`src/design/eeprom_pkg.sv`:
```
package eeprom_pkg;

    typedef logic [10:0] eeprom_addr_t;     // byte address, 2048 bytes
    typedef logic [7:0]  byte_t;

    localparam logic [3:0] DEV_TYPE         = 4'b1010;
    localparam int         QUARTERS_PER_BIT = 4;
    localparam logic [1:0] LAST_QUARTER     = 2'(QUARTERS_PER_BIT - 1);
    localparam logic [1:0] SAMPLE_QUARTER   = 2'd2;  // second scl high quarter
    localparam logic [3:0] ACK_BIT          = 4'd8;  // ninth bit of a byte op

    typedef struct packed {
        logic         write;
        eeprom_addr_t addr;
        byte_t        wdata;
    } eeprom_req_t;

    typedef enum logic [1:0] {OP_START, OP_WRITE, OP_READ, OP_STOP} op_kind_t;

    typedef struct packed {
        op_kind_t kind;
        byte_t    data;
        logic     last;   // read only, send no-ack
    } i2c_op_t;

    typedef struct packed {
        op_kind_t kind;
        logic     nack;
        byte_t    rdata;
    } bit_done_t;

    typedef struct packed {
        byte_t rdata;
        logic  nack;
    } eeprom_resp_t;

    typedef enum logic [3:0] {
        D_IDLE, D_START, D_CTRL, D_ADDR, D_DATA,
        D_RESTART, D_CTRL_RD, D_READ, D_STOP, D_WAIT
    } decode_state_t;

    typedef enum logic [1:0] {E_IDLE, E_START, E_BYTE, E_STOP} engine_state_t;

endpackage

```
`src/design/eeprom_cmd_decode.sv`:
```
`timescale 1ns/1ns

module eeprom_cmd_decode import eeprom_pkg::*;
(
    input  logic        CLK,
    input  logic        RESET,
    input  eeprom_req_t req,
    input  logic        req_valid,
    output logic        req_ready,
    output i2c_op_t     op,
    output logic        op_valid,
    input  logic        op_ready,
    input  logic        done_valid,
    input  logic        txn_free
);

    decode_state_t state;
    decode_state_t state_nxt;
    eeprom_req_t   cur_req;

    assign req_ready = (state == D_IDLE);

    // sequence step after the current op completes
    always_comb
    begin
        case (state)
            D_START:   state_nxt = D_CTRL;
            D_CTRL:    state_nxt = D_ADDR;
            D_ADDR:    state_nxt = cur_req.write ? D_DATA : D_RESTART;
            D_DATA:    state_nxt = D_STOP;
            D_RESTART: state_nxt = D_CTRL_RD;
            D_CTRL_RD: state_nxt = D_READ;
            D_READ:    state_nxt = D_STOP;
            D_STOP:    state_nxt = D_WAIT;
            default:   state_nxt = state;
        endcase
    end

    always_comb
    begin
        op.kind = OP_STOP;
        op.data = '0;
        op.last = 1'b0;
        case (state)
            D_START, D_RESTART: op.kind = OP_START;
            D_CTRL:
            begin
                op.kind = OP_WRITE;
                op.data = {DEV_TYPE, cur_req.addr[10:8], 1'b0};
            end
            D_ADDR:
            begin
                op.kind = OP_WRITE;
                op.data = cur_req.addr[7:0];
            end
            D_DATA:
            begin
                op.kind = OP_WRITE;
                op.data = cur_req.wdata;
            end
            D_CTRL_RD:
            begin
                op.kind = OP_WRITE;
                op.data = {DEV_TYPE, cur_req.addr[10:8], 1'b1};
            end
            D_READ:
            begin
                op.kind = OP_READ;
                op.last = 1'b1;   // single byte, closing no-ack
            end
            default: op.kind = OP_STOP;
        endcase
    end

    always_ff @(posedge CLK)
    begin
        if (RESET)
        begin
            state    <= D_IDLE;
            op_valid <= 1'b0;
        end
        else
        begin
            if (op_valid && op_ready)
                op_valid <= 1'b0;
            if (state == D_IDLE && req_valid)
            begin
                state    <= D_START;
                op_valid <= 1'b1;
            end
            else if (state == D_WAIT && txn_free)
                state <= D_IDLE;
            else if (done_valid)
            begin
                state    <= state_nxt;
                op_valid <= (state_nxt != D_WAIT);
            end
        end
    end

    always_ff @(posedge CLK)
    begin
        if (req_valid && req_ready)
            cur_req <= req;
    end

endmodule

```
`src/design/i2c_bit_engine.sv`:
```
`timescale 1ns/1ns

module i2c_bit_engine import eeprom_pkg::*;
(
    input  logic      CLK,
    input  logic      RESET,
    input  i2c_op_t   op,
    input  logic      op_valid,
    output logic      op_ready,
    output bit_done_t done,
    output logic      done_valid,
    output logic      scl,
    output logic      sda_oe,
    input  logic      sda_in
);

    engine_state_t state;
    logic [1:0]    quarter;
    logic [3:0]    bit_cnt;     // 0..7 data, 8 ack
    op_kind_t      cur_kind;
    logic          cur_last;
    byte_t         tx_sh;
    byte_t         rx_sh;
    logic          ack_missing;
    logic          scl_nxt;
    logic          oe_nxt;
    logic          bit_oe;
    logic          last_q;

    assign op_ready = (state == E_IDLE);
    assign last_q   = (quarter == LAST_QUARTER);

    assign done.kind  = cur_kind;
    assign done.nack  = ack_missing;
    assign done.rdata = rx_sh;

    // level to drive for the current bit, ack included
    always_comb
    begin
        if (bit_cnt == ACK_BIT)
            bit_oe = (cur_kind == OP_READ) && !cur_last;
        else
            bit_oe = (cur_kind == OP_WRITE) && !tx_sh[7];
    end

    // bus levels per quarter
    always_comb
    begin
        scl_nxt = scl;
        oe_nxt  = sda_oe;
        case (state)
            E_START:
            begin
                scl_nxt = (quarter == 2'd1) || (quarter == 2'd2);
                oe_nxt  = quarter[1];       // falls with scl high
            end
            E_STOP:
            begin
                scl_nxt = (quarter != 2'd0);
                oe_nxt  = !quarter[1];      // released with scl high
            end
            E_BYTE:
            begin
                scl_nxt = (quarter == 2'd1) || (quarter == 2'd2);
                if (quarter == 2'd0)
                    oe_nxt = bit_oe;        // data moves only with scl low
            end
            default:
            begin
                scl_nxt = scl;
                oe_nxt  = sda_oe;
            end
        endcase
    end

    always_ff @(posedge CLK)
    begin
        if (RESET)
        begin
            state      <= E_IDLE;
            quarter    <= '0;
            bit_cnt    <= '0;
            scl        <= 1'b1;
            sda_oe     <= 1'b0;
            done_valid <= 1'b0;
        end
        else
        begin
            done_valid <= 1'b0;
            scl        <= scl_nxt;
            sda_oe     <= oe_nxt;
            if (state == E_IDLE)
            begin
                quarter <= '0;
                bit_cnt <= '0;
                if (op_valid)
                begin
                    case (op.kind)
                        OP_START: state <= E_START;
                        OP_STOP:  state <= E_STOP;
                        default:  state <= E_BYTE;
                    endcase
                end
            end
            else
            begin
                quarter <= quarter + 2'd1;
                if (last_q)
                begin
                    if (state == E_BYTE && bit_cnt != ACK_BIT)
                        bit_cnt <= bit_cnt + 4'd1;
                    else
                    begin
                        state      <= E_IDLE;
                        done_valid <= 1'b1;
                    end
                end
            end
        end
    end

    always_ff @(posedge CLK)
    begin
        if (op_valid && op_ready)
        begin
            cur_kind    <= op.kind;
            cur_last    <= op.last;
            tx_sh       <= op.data;
            ack_missing <= 1'b0;
        end
        else if (state == E_BYTE)
        begin
            if (quarter == SAMPLE_QUARTER)
            begin
                if (bit_cnt == ACK_BIT)
                    ack_missing <= (cur_kind == OP_WRITE) && sda_in;
                else
                    rx_sh <= {rx_sh[6:0], sda_in};  // msb first
            end
            if (last_q)
                tx_sh <= {tx_sh[6:0], 1'b0};
        end
    end

endmodule

```
`src/design/eeprom_result.sv`:
```
`timescale 1ns/1ns

module eeprom_result import eeprom_pkg::*;
(
    input  logic         CLK,
    input  logic         RESET,
    input  bit_done_t    done,
    input  logic         done_valid,
    output eeprom_resp_t resp,
    output logic         resp_valid,
    input  logic         resp_ready,
    output logic         txn_free
);

    logic  after_stop;   // next start opens a new transaction
    logic  nack_acc;
    byte_t rdata_acc;
    logic  fresh_start;

    assign fresh_start = done_valid && done.kind == OP_START && after_stop;
    assign txn_free    = resp_valid && resp_ready;
    assign resp.rdata  = rdata_acc;
    assign resp.nack   = nack_acc;

    always_ff @(posedge CLK)
    begin
        if (RESET)
        begin
            resp_valid <= 1'b0;
            after_stop <= 1'b1;
            nack_acc   <= 1'b0;
        end
        else
        begin
            if (txn_free)
                resp_valid <= 1'b0;
            if (fresh_start)
            begin
                after_stop <= 1'b0;
                nack_acc   <= 1'b0;
            end
            else if (done_valid && done.kind == OP_WRITE)
                nack_acc <= nack_acc | done.nack;
            else if (done_valid && done.kind == OP_STOP)
            begin
                after_stop <= 1'b1;
                resp_valid <= 1'b1;
            end
        end
    end

    always_ff @(posedge CLK)
    begin
        if (fresh_start)
            rdata_acc <= '0;   // writes report zero
        else if (done_valid && done.kind == OP_READ)
            rdata_acc <= done.rdata;
    end

endmodule

```
`src/design/eeprom_ctrl.sv`:
```
`timescale 1ns/1ns

module eeprom_ctrl import eeprom_pkg::*;
(
    input  logic         CLK,
    input  logic         RESET,
    input  eeprom_req_t  req,
    input  logic         req_valid,
    output logic         req_ready,
    output eeprom_resp_t resp,
    output logic         resp_valid,
    input  logic         resp_ready,
    output logic         scl,
    output logic         sda_oe,
    input  logic         sda_in
);

    i2c_op_t   op;
    logic      op_valid;
    logic      op_ready;
    bit_done_t done;
    logic      done_valid;
    logic      txn_free;

    eeprom_cmd_decode u_decode (
        .CLK        (CLK),
        .RESET      (RESET),
        .req        (req),
        .req_valid  (req_valid),
        .req_ready  (req_ready),
        .op         (op),
        .op_valid   (op_valid),
        .op_ready   (op_ready),
        .done_valid (done_valid),
        .txn_free   (txn_free)
    );

    i2c_bit_engine u_engine (
        .CLK        (CLK),
        .RESET      (RESET),
        .op         (op),
        .op_valid   (op_valid),
        .op_ready   (op_ready),
        .done       (done),
        .done_valid (done_valid),
        .scl        (scl),
        .sda_oe     (sda_oe),
        .sda_in     (sda_in)
    );

    eeprom_result u_result (
        .CLK        (CLK),
        .RESET      (RESET),
        .done       (done),
        .done_valid (done_valid),
        .resp       (resp),
        .resp_valid (resp_valid),
        .resp_ready (resp_ready),
        .txn_free   (txn_free)
    );

endmodule

```
`config.mk`:
```
export PLATFORM = sky130hd
export DESIGN_NAME = eeprom_ctrl
export DESIGN_NICKNAME = d
export VERILOG_FILES = /design/src/design/eeprom_pkg.sv /design/src/design/eeprom_cmd_decode.sv /design/src/design/i2c_bit_engine.sv /design/src/design/eeprom_result.sv /design/src/design/eeprom_ctrl.sv
export SDC_FILE = /design/constraint.sdc
export NUM_CORES = 1
export LEC_CHECK = 0
export BUFFER_PORTS_ARGS = -buffer_cell sky130_fd_sc_hd__buf_2
export CAP_MARGIN = 15
export CELL_PAD_IN_SITES_DETAIL_PLACEMENT = 0
export CELL_PAD_IN_SITES_GLOBAL_PLACEMENT = 1
export CORE_MARGIN = 3
export CORE_UTILIZATION = 43
export CTS_BUF_LIST = sky130_fd_sc_hd__clkbuf_8
export CTS_CLUSTER_SIZE = 10
export DETAILED_ROUTE_END_ITERATION = 16
export PLACE_DENSITY_LB_ADDON = 0.08
export SYNTH_ARGS = -nofsm -noshare
export SYNTH_HDL_FRONTEND = slang
export SYNTH_SLANG_ARGS = --single-unit
```
`constraint.sdc`:
```
create_clock -name CLK -period 2.1 [get_ports CLK]
set_input_delay 0.42 -clock CLK [delete_from_list [all_inputs] [get_ports CLK]]
set_output_delay 0.42 -clock CLK [all_outputs]
set_load 0.03 [all_outputs]
```
==> impl_metrics.tcl, run 1 <==
set metrics [dict create \
    outcome "completed" \
    period_needed_ns 1.86 \
    layoutNonFillerInstCount 367 \
    p_leak_nw 1.30 \
    worst-r2r-cell-count 6 \
    worstMarginPinSlew_ns 0.588 \
    cp.arrival_ns 1.91 \
    hold_path_class "in -> reg" \
    crit_type "reg -> reg" \
    slowest_stage "dfxtp_1" \
    cts.reportedPaths.clkPinSlew_ns 0.08 \
    antenna_left 0 \
    coreArea_mm2 0.00646 \
    multiInputGateArea_mm2 0.00105 \
    power_density_mw_per_mm2 801 \
    synth_edf_count 39 \
    cts_resized 0 \
    synthMuxAreaShare 0.00344 \
    cp_num_buf_inv 3 \
    dp.cells 351 \
    synth_area_leaders "edfxtp_1 40%, dfxtp_1 19%, ha_1 4.3%" \
    routedWlPerCell_um 13.9 \
    diodes 0 \
    syn_area_mm2 0.00291 \
    max_slew_margin 0.605 \
    combPwrFrac 0.089 \
    rows 29 \
    synth_top_area_share 0.403 \
    nFillCells 583 \
    drc 0 \
    place_congestion 0.789 \
    clock-root-buffer "clkbuf_8" \
    drt_wl_total_um 5090 \
    post_cts_buffers 0 \
    io_buffers 37 \
    vias 1883 \
    synth_nets 277 \
    ir_worst_vdd_uv 578 \
    ios 38 \
    ctsHoldBuffers 0 \
    rsz0062_at_grt "false" \
    clkLatencyLatePin_ns 0.34 \
    grt_pass1_wl_um 8580 \
    seqPwrFrac 0.557 \
    synth_commonest_cells "39 x edfxtp_1, 28 x dfxtp_1, 24 x nor2_1, 13 x inv_1, 12 x nand2_1" \
    p_int_mw 1.99 \
    nets 320 \
    crit_path_start_kind "flip-flop" \
    synth-async-reset-ratio 0 \
    p_sw_frac 0.256 \
    synth_top_area_cell "edfxtp_1" \
    maxCapViolations 0 \
    dr.pass1.iters 4 \
    die_h_um 88.2 \
    floorplan.initialDensity 0.450 \
    yosys.area_share.simple 0.151 \
    cts_sinks 67 \
    worst_path_largest_cell_delay_ns 0.36 \
    slew_viol_final 0 \
    ys_seq_area_frac 0.596 \
    max_freq_mhz 537 \
    drt_iter0_markers 51 \
    grt_pass1_vias 1782 \
    required_ns 2.15 \
    ys_warn_count 0 \
    crit_cells 6 \
    ys_types 56 \
    cp_max_fo 8 \
    synth_xor_area_frac 0.0151 \
    cts_tree "done" \
    synth_seq_cells 67 \
    synth-adder-area-share 0.0430 \
    die_w_um 88.2 \
    clkPwrFrac 0.354 \
    drive_gt1_frac 0.279 \
    die_area_mm2 0.00779 \
    endpoint_kind "flip-flop" \
    hold_violations 0 \
    setup_viol 0 \
    cts-htree-levels 3 \
    finalSetupTns_ns 0 \
    avgSynthCellArea_um2 12.0 \
    fin_crit_sh 0.887 \
    track_usage 0.146 \
    fin_worst_skew_ns 0.0115 \
    hold-path-cell-count 1 \
    grt_max_degree 23 \
    cts_max_path_buffers 2 \
    cp_common_cell "inv_1" \
    avgViaCountPerCell 5.13 \
    cp_cell_sequence "inv_1, ha_1, nand2_1, inv_1, nor3_1, buf_4" \
    dp_hpwl_um 3730 \
    netlist_instances 242 \
    antenna_found_initial 0 \
    cpLargestDelayFamily "buffers and inverters" \
    synth_top_family_by_area "simple AND/OR/NAND/NOR gates" \
    yosysMostFrequentCell "edfxtp_1" \
    numCtsBuffers 9 \
    overflow 0 \
    p_total_mw 2.68 \
    area_growth_pct 14.9 \
    synth-main-ff-cell "edfxtp_1" \
    seqCellArea_mm2 0.00173 \
    synth_compound_area_frac 0.150 \
    p_switching_uw 686 \
]
per-layer routing:
layer  GRT usage  vias up  part of all wire
met1       0.191      870              0.47
met5           0        -                 0
met2       0.224       36              0.47
met4      0.0742        0             0.017
li1            -      969                 -
met3      0.0391        8             0.038
cell usage in the layout, fill, tap and decap left out, types with 3 or more instances in the layout:
| master | Yosys | final |
|---|---|---|
| nor2b_1 | 3 | 3 |
| nand2_1 | 12 | 12 |
| clkbuf_8 | 0 | 9 |
| o21ai_0 | 11 | 11 |
| a22o_1 | 8 | 8 |
| dfxtp_1 | 28 | 28 |
| edfxtp_1 | 39 | 39 |
| nor3_1 | 3 | 3 |
| nand2b_1 | 5 | 5 |
| nor2_1 | 24 | 24 |
| a22oi_1 | 7 | 7 |
| buf_4 | 2 | 5 |
| inv_2 | 3 | 3 |
| inv_1 | 13 | 13 |
| and3_1 | 3 | 3 |
| a21oi_2 | 3 | 3 |
| buf_2 | 2 | 37 |
| a221o_1 | 3 | 3 |
| a21oi_1 | 8 | 8 |
| xor2_1 | 3 | 3 |
| ha_1 | 10 | 10 |
kinds of logic (layout without fill, tap and decap cells):
logic type | after synthesis | after routing
XOR/XNOR | 5 | 5
AO/OA/AOI/OAI | 59 | 59
adder cells (fa/ha/maj) | 10 | 10
AND/OR/NAND/NOR | 74 | 74
buffers and inverters | 26 | 74
multiplexers | 1 | 1
flip-flops | 67 | 67
state kept, by name (all words and copies together), names as in the netlist, 2 cells and up:
| register | flops |
|---|---|
| u_engine.tx_sh | 8 |
| u_engine.state | 2 |
| u_engine.rx_sh | 8 |
| u_decode.cur_req | 20 |
| u_decode.state | 4 |
| u_result.rdata_acc | 8 |
| u_engine.quarter | 2 |
| u_engine.bit_cnt | 4 |
| u_engine.cur_kind | 2 |
path summary, 6_finish.rpt:
kind                                          start                   end  slack, ns
worst max-delay path              u_engine.state[0]     u_engine.rx_sh[1]       0.24
worst min-delay path                        req[18]  u_decode.cur_req[18]       0.25
worst max register to register    u_engine.state[0]     u_engine.rx_sh[1]       0.24
worst min register to register  u_engine.quarter[0]   u_engine.quarter[0]       0.45
stage by stage:
step                      setup WS (ns)   util  hold WS (ns)  instance area, um2
after floorplan                   0.127      -         0.417                2910
after global placement            0.261  0.490         0.429                3160
after detailed placement          0.230  0.490         0.437                3160
after CTS                         0.214  0.517         0.236                3340
after global routing             0.0553  0.517         0.231                3340
final                             0.237  0.517         0.254                3340
final cells by class:
type | instances | share of cell area
flip-flops and latches | 67 | 0.518
clock buffers | 9 | 0.0371
multi-input cells | 149 | 0.315
inverters | 16 | 0.0180
clock inverters | 7 | 0.0157
repair buffers | 42 | 0.0667
well taps | 77 | 0.0288
power by group through the flow:
stage               Sequential [mW]  Clock (mW)  Combinational [mW]
finish                         1.49       0.948               0.238
CTS                            1.49       0.988               0.243
global placement               1.52           0               0.241
floorplan                      1.53           0               0.159
detailed placement             1.52           0               0.241
global route                   1.50        1.05               0.268
Note: power is estimated with default switching activity, not from simulation.
==> inputs of run 2 (changes only) <==
- ABC_AREA: not set -> 1
- CORE_UTILIZATION: 43 -> 41
==> impl_metrics.tcl, run 2 <==
set metrics [dict create \
    ys_warn_count 0 \
    die_h_um 89.4 \
    drt_wl_total_um 5250 \
    synth_nets 329 \
    fin_worst_skew_ns 0.0119 \
    syn_area_mm2 0.00285 \
    rrSetupSlack_ns 0.35 \
    cp_cell_sequence "inv_2, o21ai_0, inv_1, ha_1, or2_2, a21oi_1" \
    cp.arrival_ns 2.01 \
    area_growth_pct 16.4 \
    max_slew_margin 0.708 \
    die_area_mm2 0.00800 \
    worstMarginPinSlew_ns 0.438 \
    cts_max_path_buffers 2 \
    synth_top_area_cell "edfxtp_1" \
    period_needed_ns 1.75 \
    hold_path_class "in -> reg" \
    worst-r2r-cell-count 6 \
    required_ns 2.37 \
    crit_path_start_kind "flip-flop" \
    vias 2050 \
    p_leak_nw 1.36 \
    floorplan.initialDensity 0.437 \
    dp_hpwl_um 3820 \
    hold_violations 0 \
    max_freq_mhz 573 \
    cts_sinks 67 \
    clock-root-buffer "clkbuf_8" \
    netlist_instances 294 \
    hold-path-cell-count 1 \
    power_density_mw_per_mm2 811 \
    ios 38 \
    antenna_found_initial 0 \
    cp-startpoint "u_decode.state[1]" \
    io_buffers 37 \
    cts.reportedPaths.clkPinSlew_ns 0.08 \
    cp_num_buf_inv 2 \
    avgSynthCellArea_um2 9.71 \
    worstHoldStart "req[17]" \
    cp_max_fo 9 \
    grt_pass1_wl_um 9220 \
    regMostFlops "u_decode.cur_req" \
    final_cell_mix "59 x nand2_1, 39 x edfxtp_1, 37 x buf_2" \
    fin_crit_sh 0.831 \
    ir_worst_vdd_uv 487 \
    post_cts_buffers 0 \
    endpoint_kind "flip-flop" \
    slew_viol_final 0 \
    cts-htree-levels 3 \
    routedWlPerCell_um 12.4 \
    grt_pass1_vias 1959 \
    cpLargestDelayFamily "flip-flops" \
    r2r_end "u_engine.state[0]" \
    yosysMostFrequentCell "nand2_1" \
    ys_seq_area_frac 0.607 \
    synth_commonest_cells "59 x nand2_1, 39 x edfxtp_1, 32 x nor2_1, 31 x inv_1, 28 x dfxtp_1" \
    ctsHoldBuffers 0 \
    synth-async-reset-ratio 0 \
    synth_seq_cells 67 \
    coreArea_mm2 0.00653 \
    multiInputGateArea_um2 951 \
    avgViaCountPerCell 4.86 \
    r2r-start "u_decode.state[1]" \
    outcome "completed" \
    ys_types 26 \
    drc 0 \
    maxCapViolations 0 \
    largest_register_ffs 20 \
    drt_iter0_markers 74 \
    rsz0062_at_grt "false" \
    synth_edf_count 39 \
    synth_top_area_share 0.410 \
    overflow 0 \
    layout_commonest_cell "nand2_1" \
    diodes 0 \
    nets 375 \
    worst_path_largest_cell_delay_ns 0.51 \
    track_usage 0.153 \
    place_congestion 0.751 \
    setup_viol 0 \
    dr.pass1.iters 4 \
    grt_max_degree 23 \
    die_w_um 89.4 \
    rows 29 \
    slowest_stage "dfxtp_1" \
    crit_type "reg -> reg" \
    antenna_left 0 \
    clkLatencyLatePin_ns 0.34 \
    drive_gt1_frac 0.212 \
    cts_tree "done" \
    cts_resized 0 \
    seqCellArea_mm2 0.00173 \
    synth_area_leaders "edfxtp_1 41%, dfxtp_1 20%, nand2_1 7.8%" \
    numCtsBuffers 9 \
    hold_path_end "u_decode.cur_req[17]" \
    finalSetupTns_ns 0 \
    nFillCells 627 \
    synth-main-ff-cell "edfxtp_1" \
    fin_util 0.509 \
]
[run 2: cell count changes after synthesis, sizes merged, moves of 5 or more]
| cell | delta |
|---|---|
| o21ai | +6 |
| nand3 | +16 |
| nand2 | +48 |
| nand2b | -6 |
| a21oi | +7 |
| inv | +20 |
| a22oi | -7 |
| nor2b | -5 |
| nor2 | +15 |
| a22o | -6 |
[run 2: logic make-up (layout without fill, tap and decap cells)]
logic type,count (synthesis),in the layout,share of synthesized area
and+or+nand+nor,127,127,0.197
DFF,67,67,0.607
AOI/OAI and AO/OA,48,48,0.0921
buffers and inverters,42,93,0.0601
adders and majority gates,10,10,0.0438
[run 2: worst max-delay path by stage]
stage | end | cells past startpoint
finish | u_engine.state[0] | 6
global route | u_engine.state[0] | 7
CTS | u_engine.state[0] | 6
detailed placement | u_engine.state[0] | 6
global placement | u_engine.state[0] | 7
floorplan | u_engine.rx_sh[0] | 6
[run 2: final cells by class]
class / count / area share
sequential: 67 / 0.521
multi-input combinational: 185 / 0.286
timing repair buffer: 41 / 0.0648
inverter: 36 / 0.0407
clock buffer: 9 / 0.0373
tap: 77 / 0.0290
clock inverter: 7 / 0.0207
[run 2: metrics by stage]
stage / cell area, um2 / hold WS [ns] / cells / setup slack, ns / power [mW]
floorplan: 2850 / 0.417 / 294 / 0.0605 / 1.62
global placement: 3130 / 0.429 / 406 / 0.411 / 1.69
detailed placement: 3130 / 0.445 / 406 / 0.352 / 1.69
CTS: 3320 / 0.235 / 422 / 0.336 / 2.73
global route: 3320 / 0.220 / 422 / 0.155 / 2.84
finish: 3320 / 0.252 / 422 / 0.354 / 2.70
[run 2: where the power goes]
group	leakage (nW)	switching, mW	internal (mW)
Clock	0.0970	0.490	0.544
Sequential	0.593	0.0224	1.45
Combinational	0.669	0.122	0.0659
[run 2: metal layers]
metal | vias up | routed length (um) | GRT usage
met5 | - | 0 | 0
met4 | 0 | 64 | 0.0528
met3 | 8 | 197 | 0.0470
met2 | 41 | 2430 | 0.224
met1 | 924 | 2560 | 0.214
li1 | 1077 | - | -
==> inputs of run 3 (changes only) <==
- clock period: 2.1 -> 1.6 ns (I/O delays scaled with it)
==> impl_metrics.tcl, run 3 (synthesis results as in run 2) <==
set metrics [dict create \
    antenna_found_initial 0 \
    numCtsBuffers 9 \
    rsz0062_at_grt "false" \
    required_ns 1.28 \
    vias 2111 \
    endpoint_kind "output pin" \
    hold_violations 0 \
    crit_type "reg -> out" \
    setup_viol 0 \
    avgViaCountPerCell 4.83 \
    clkLatencyLatePin_ns 0.34 \
    finalSetupTns_ns 0 \
    power_density_mw_per_mm2 1060 \
    outcome "completed" \
    grt_pass1_vias 1995 \
    floorplan.initialDensity 0.437 \
    p_leak_nw 1.46 \
    worst_path_largest_cell_delay_ns 0.34 \
    grt_max_degree 23 \
    overflow 0 \
    drc 0 \
    diodes 0 \
    cts_tree "done" \
    dp_hpwl_um 3970 \
    period_needed_ns 1.56 \
    antenna_left 0 \
    cts_sinks 67 \
    die_w_um 89.4 \
    fin_ws_ns 0.0447 \
    drive_gt1_frac 0.272 \
    fin_crit_sh 0.972 \
    crit_path_start_kind "flip-flop" \
    fin_util 0.542 \
    cp_common_cell "nor2_4" \
    largest_register_ffs 20 \
    pre_cts_slack_ns 0.0317 \
    final_cell_mix "59 x nand2_1, 39 x edfxtp_1, 36 x buf_2" \
    ir_worst_vdd_uv 706 \
    cp.arrival_ns 1.24 \
    cts.reportedPaths.clkPinSlew_ns 0.07 \
    max_slew_margin 0.793 \
    grt_pass1_wl_um 9290 \
    nets 390 \
    maxCapViolations 0 \
    regMostFlops "u_decode.cur_req" \
    cts_max_path_buffers 2 \
    rows 29 \
    max_freq_mhz 643 \
    area_growth_pct 24.0 \
    cp_cell_sequence "buf_4, nor2_4, inv_2, nor2_4, buf_6" \
    die_h_um 89.4 \
    die_area_mm2 0.00800 \
    fin_hold_ws_ns 0.151 \
    routedWlPerCell_um 12.6 \
    ios 38 \
    place_congestion 0.762 \
    design_area_mm2 0.00354 \
    dpl_cell_area_mm2 0.00325 \
    layout_commonest_cell "nand2_1" \
    dr.pass1.iters 4 \
    slowest_stage "dfxtp_2" \
    clock-root-buffer "clkbuf_8" \
    worstMarginPinSlew_ns 0.309 \
    cp_max_fo 7 \
    drt_wl_total_um 5490 \
    track_usage 0.157 \
    cts-htree-levels 3 \
    fin_worst_skew_ns 0.00805 \
    coreArea_mm2 0.00653 \
    slew_viol_final 0 \
    drt_iter0_markers 74 \
    io_buffers 37 \
    hold_path_class "in -> reg" \
]
## run 3: metrics by stage
| step | total power, mW | std cells |
|---|---|---|
| global placement | 2.24 | 419 |
| finish | 3.74 | 437 |
| detailed placement | 2.24 | 419 |
| CTS | 3.78 | 435 |
| global route | 3.91 | 437 |
| floorplan | 2.13 | 294 |
## run 3: final timing paths
check / start / end / slack [ns] / cells after the start
setup / recovery: u_decode.state[1] / req_ready / 0.04 / 5
hold / removal: req[1] / u_decode.cur_req[1] / 0.15 / 1
setup reg to reg: u_decode.state[2] / u_engine.state[0] / 0.08 / 8
hold reg to reg: u_engine.quarter[0] / u_engine.quarter[0] / 0.45 / 1
## run 3: area by class of cell
class / count / area (um2)
Sequential cell: 67 / 1740
Clock buffer: 9 / 124
Clock inverter: 7 / 93.8
Timing Repair Buffer: 56 / 350
Tap cell: 77 / 96.3
Multi-Input combinational cell: 185 / 995
Fill cell: 605 / 2990
Inverter: 36 / 138
## run 3: repair_timing
action                                  4_1_cts  5_1_grt
hold buffers                                  0        0
endpoints found under the setup margin        1       15
buffers inserted                              0        2
gates resized for setup                       7       14
pin swaps                                     0        3
## run 3: power breakdown
group / switching, mW / internal [mW] / total, mW
Combinational: 0.174 / 0.105 / 0.279
Clock: 0.657 / 0.874 / 1.53
Sequential: 0.0273 / 1.90 / 1.93
## run 3: worst max-delay path, delay by kind of cell, from the launching register on
family	cells	cell delay [ns]
flip-flops	1	0.34
buffers and inverters	3	0.34
AND/OR/NAND/NOR	2	0.21
## run 3: metal layers
layer  wire [um]  up-vias  share of wire  GRT usage
met5           0        -              0          0
met4         119        0          0.022     0.0771
met3         166        9          0.030     0.0332
met2        2540       38           0.46      0.242
met1        2660      960           0.49      0.208
li1            -     1104              -          -
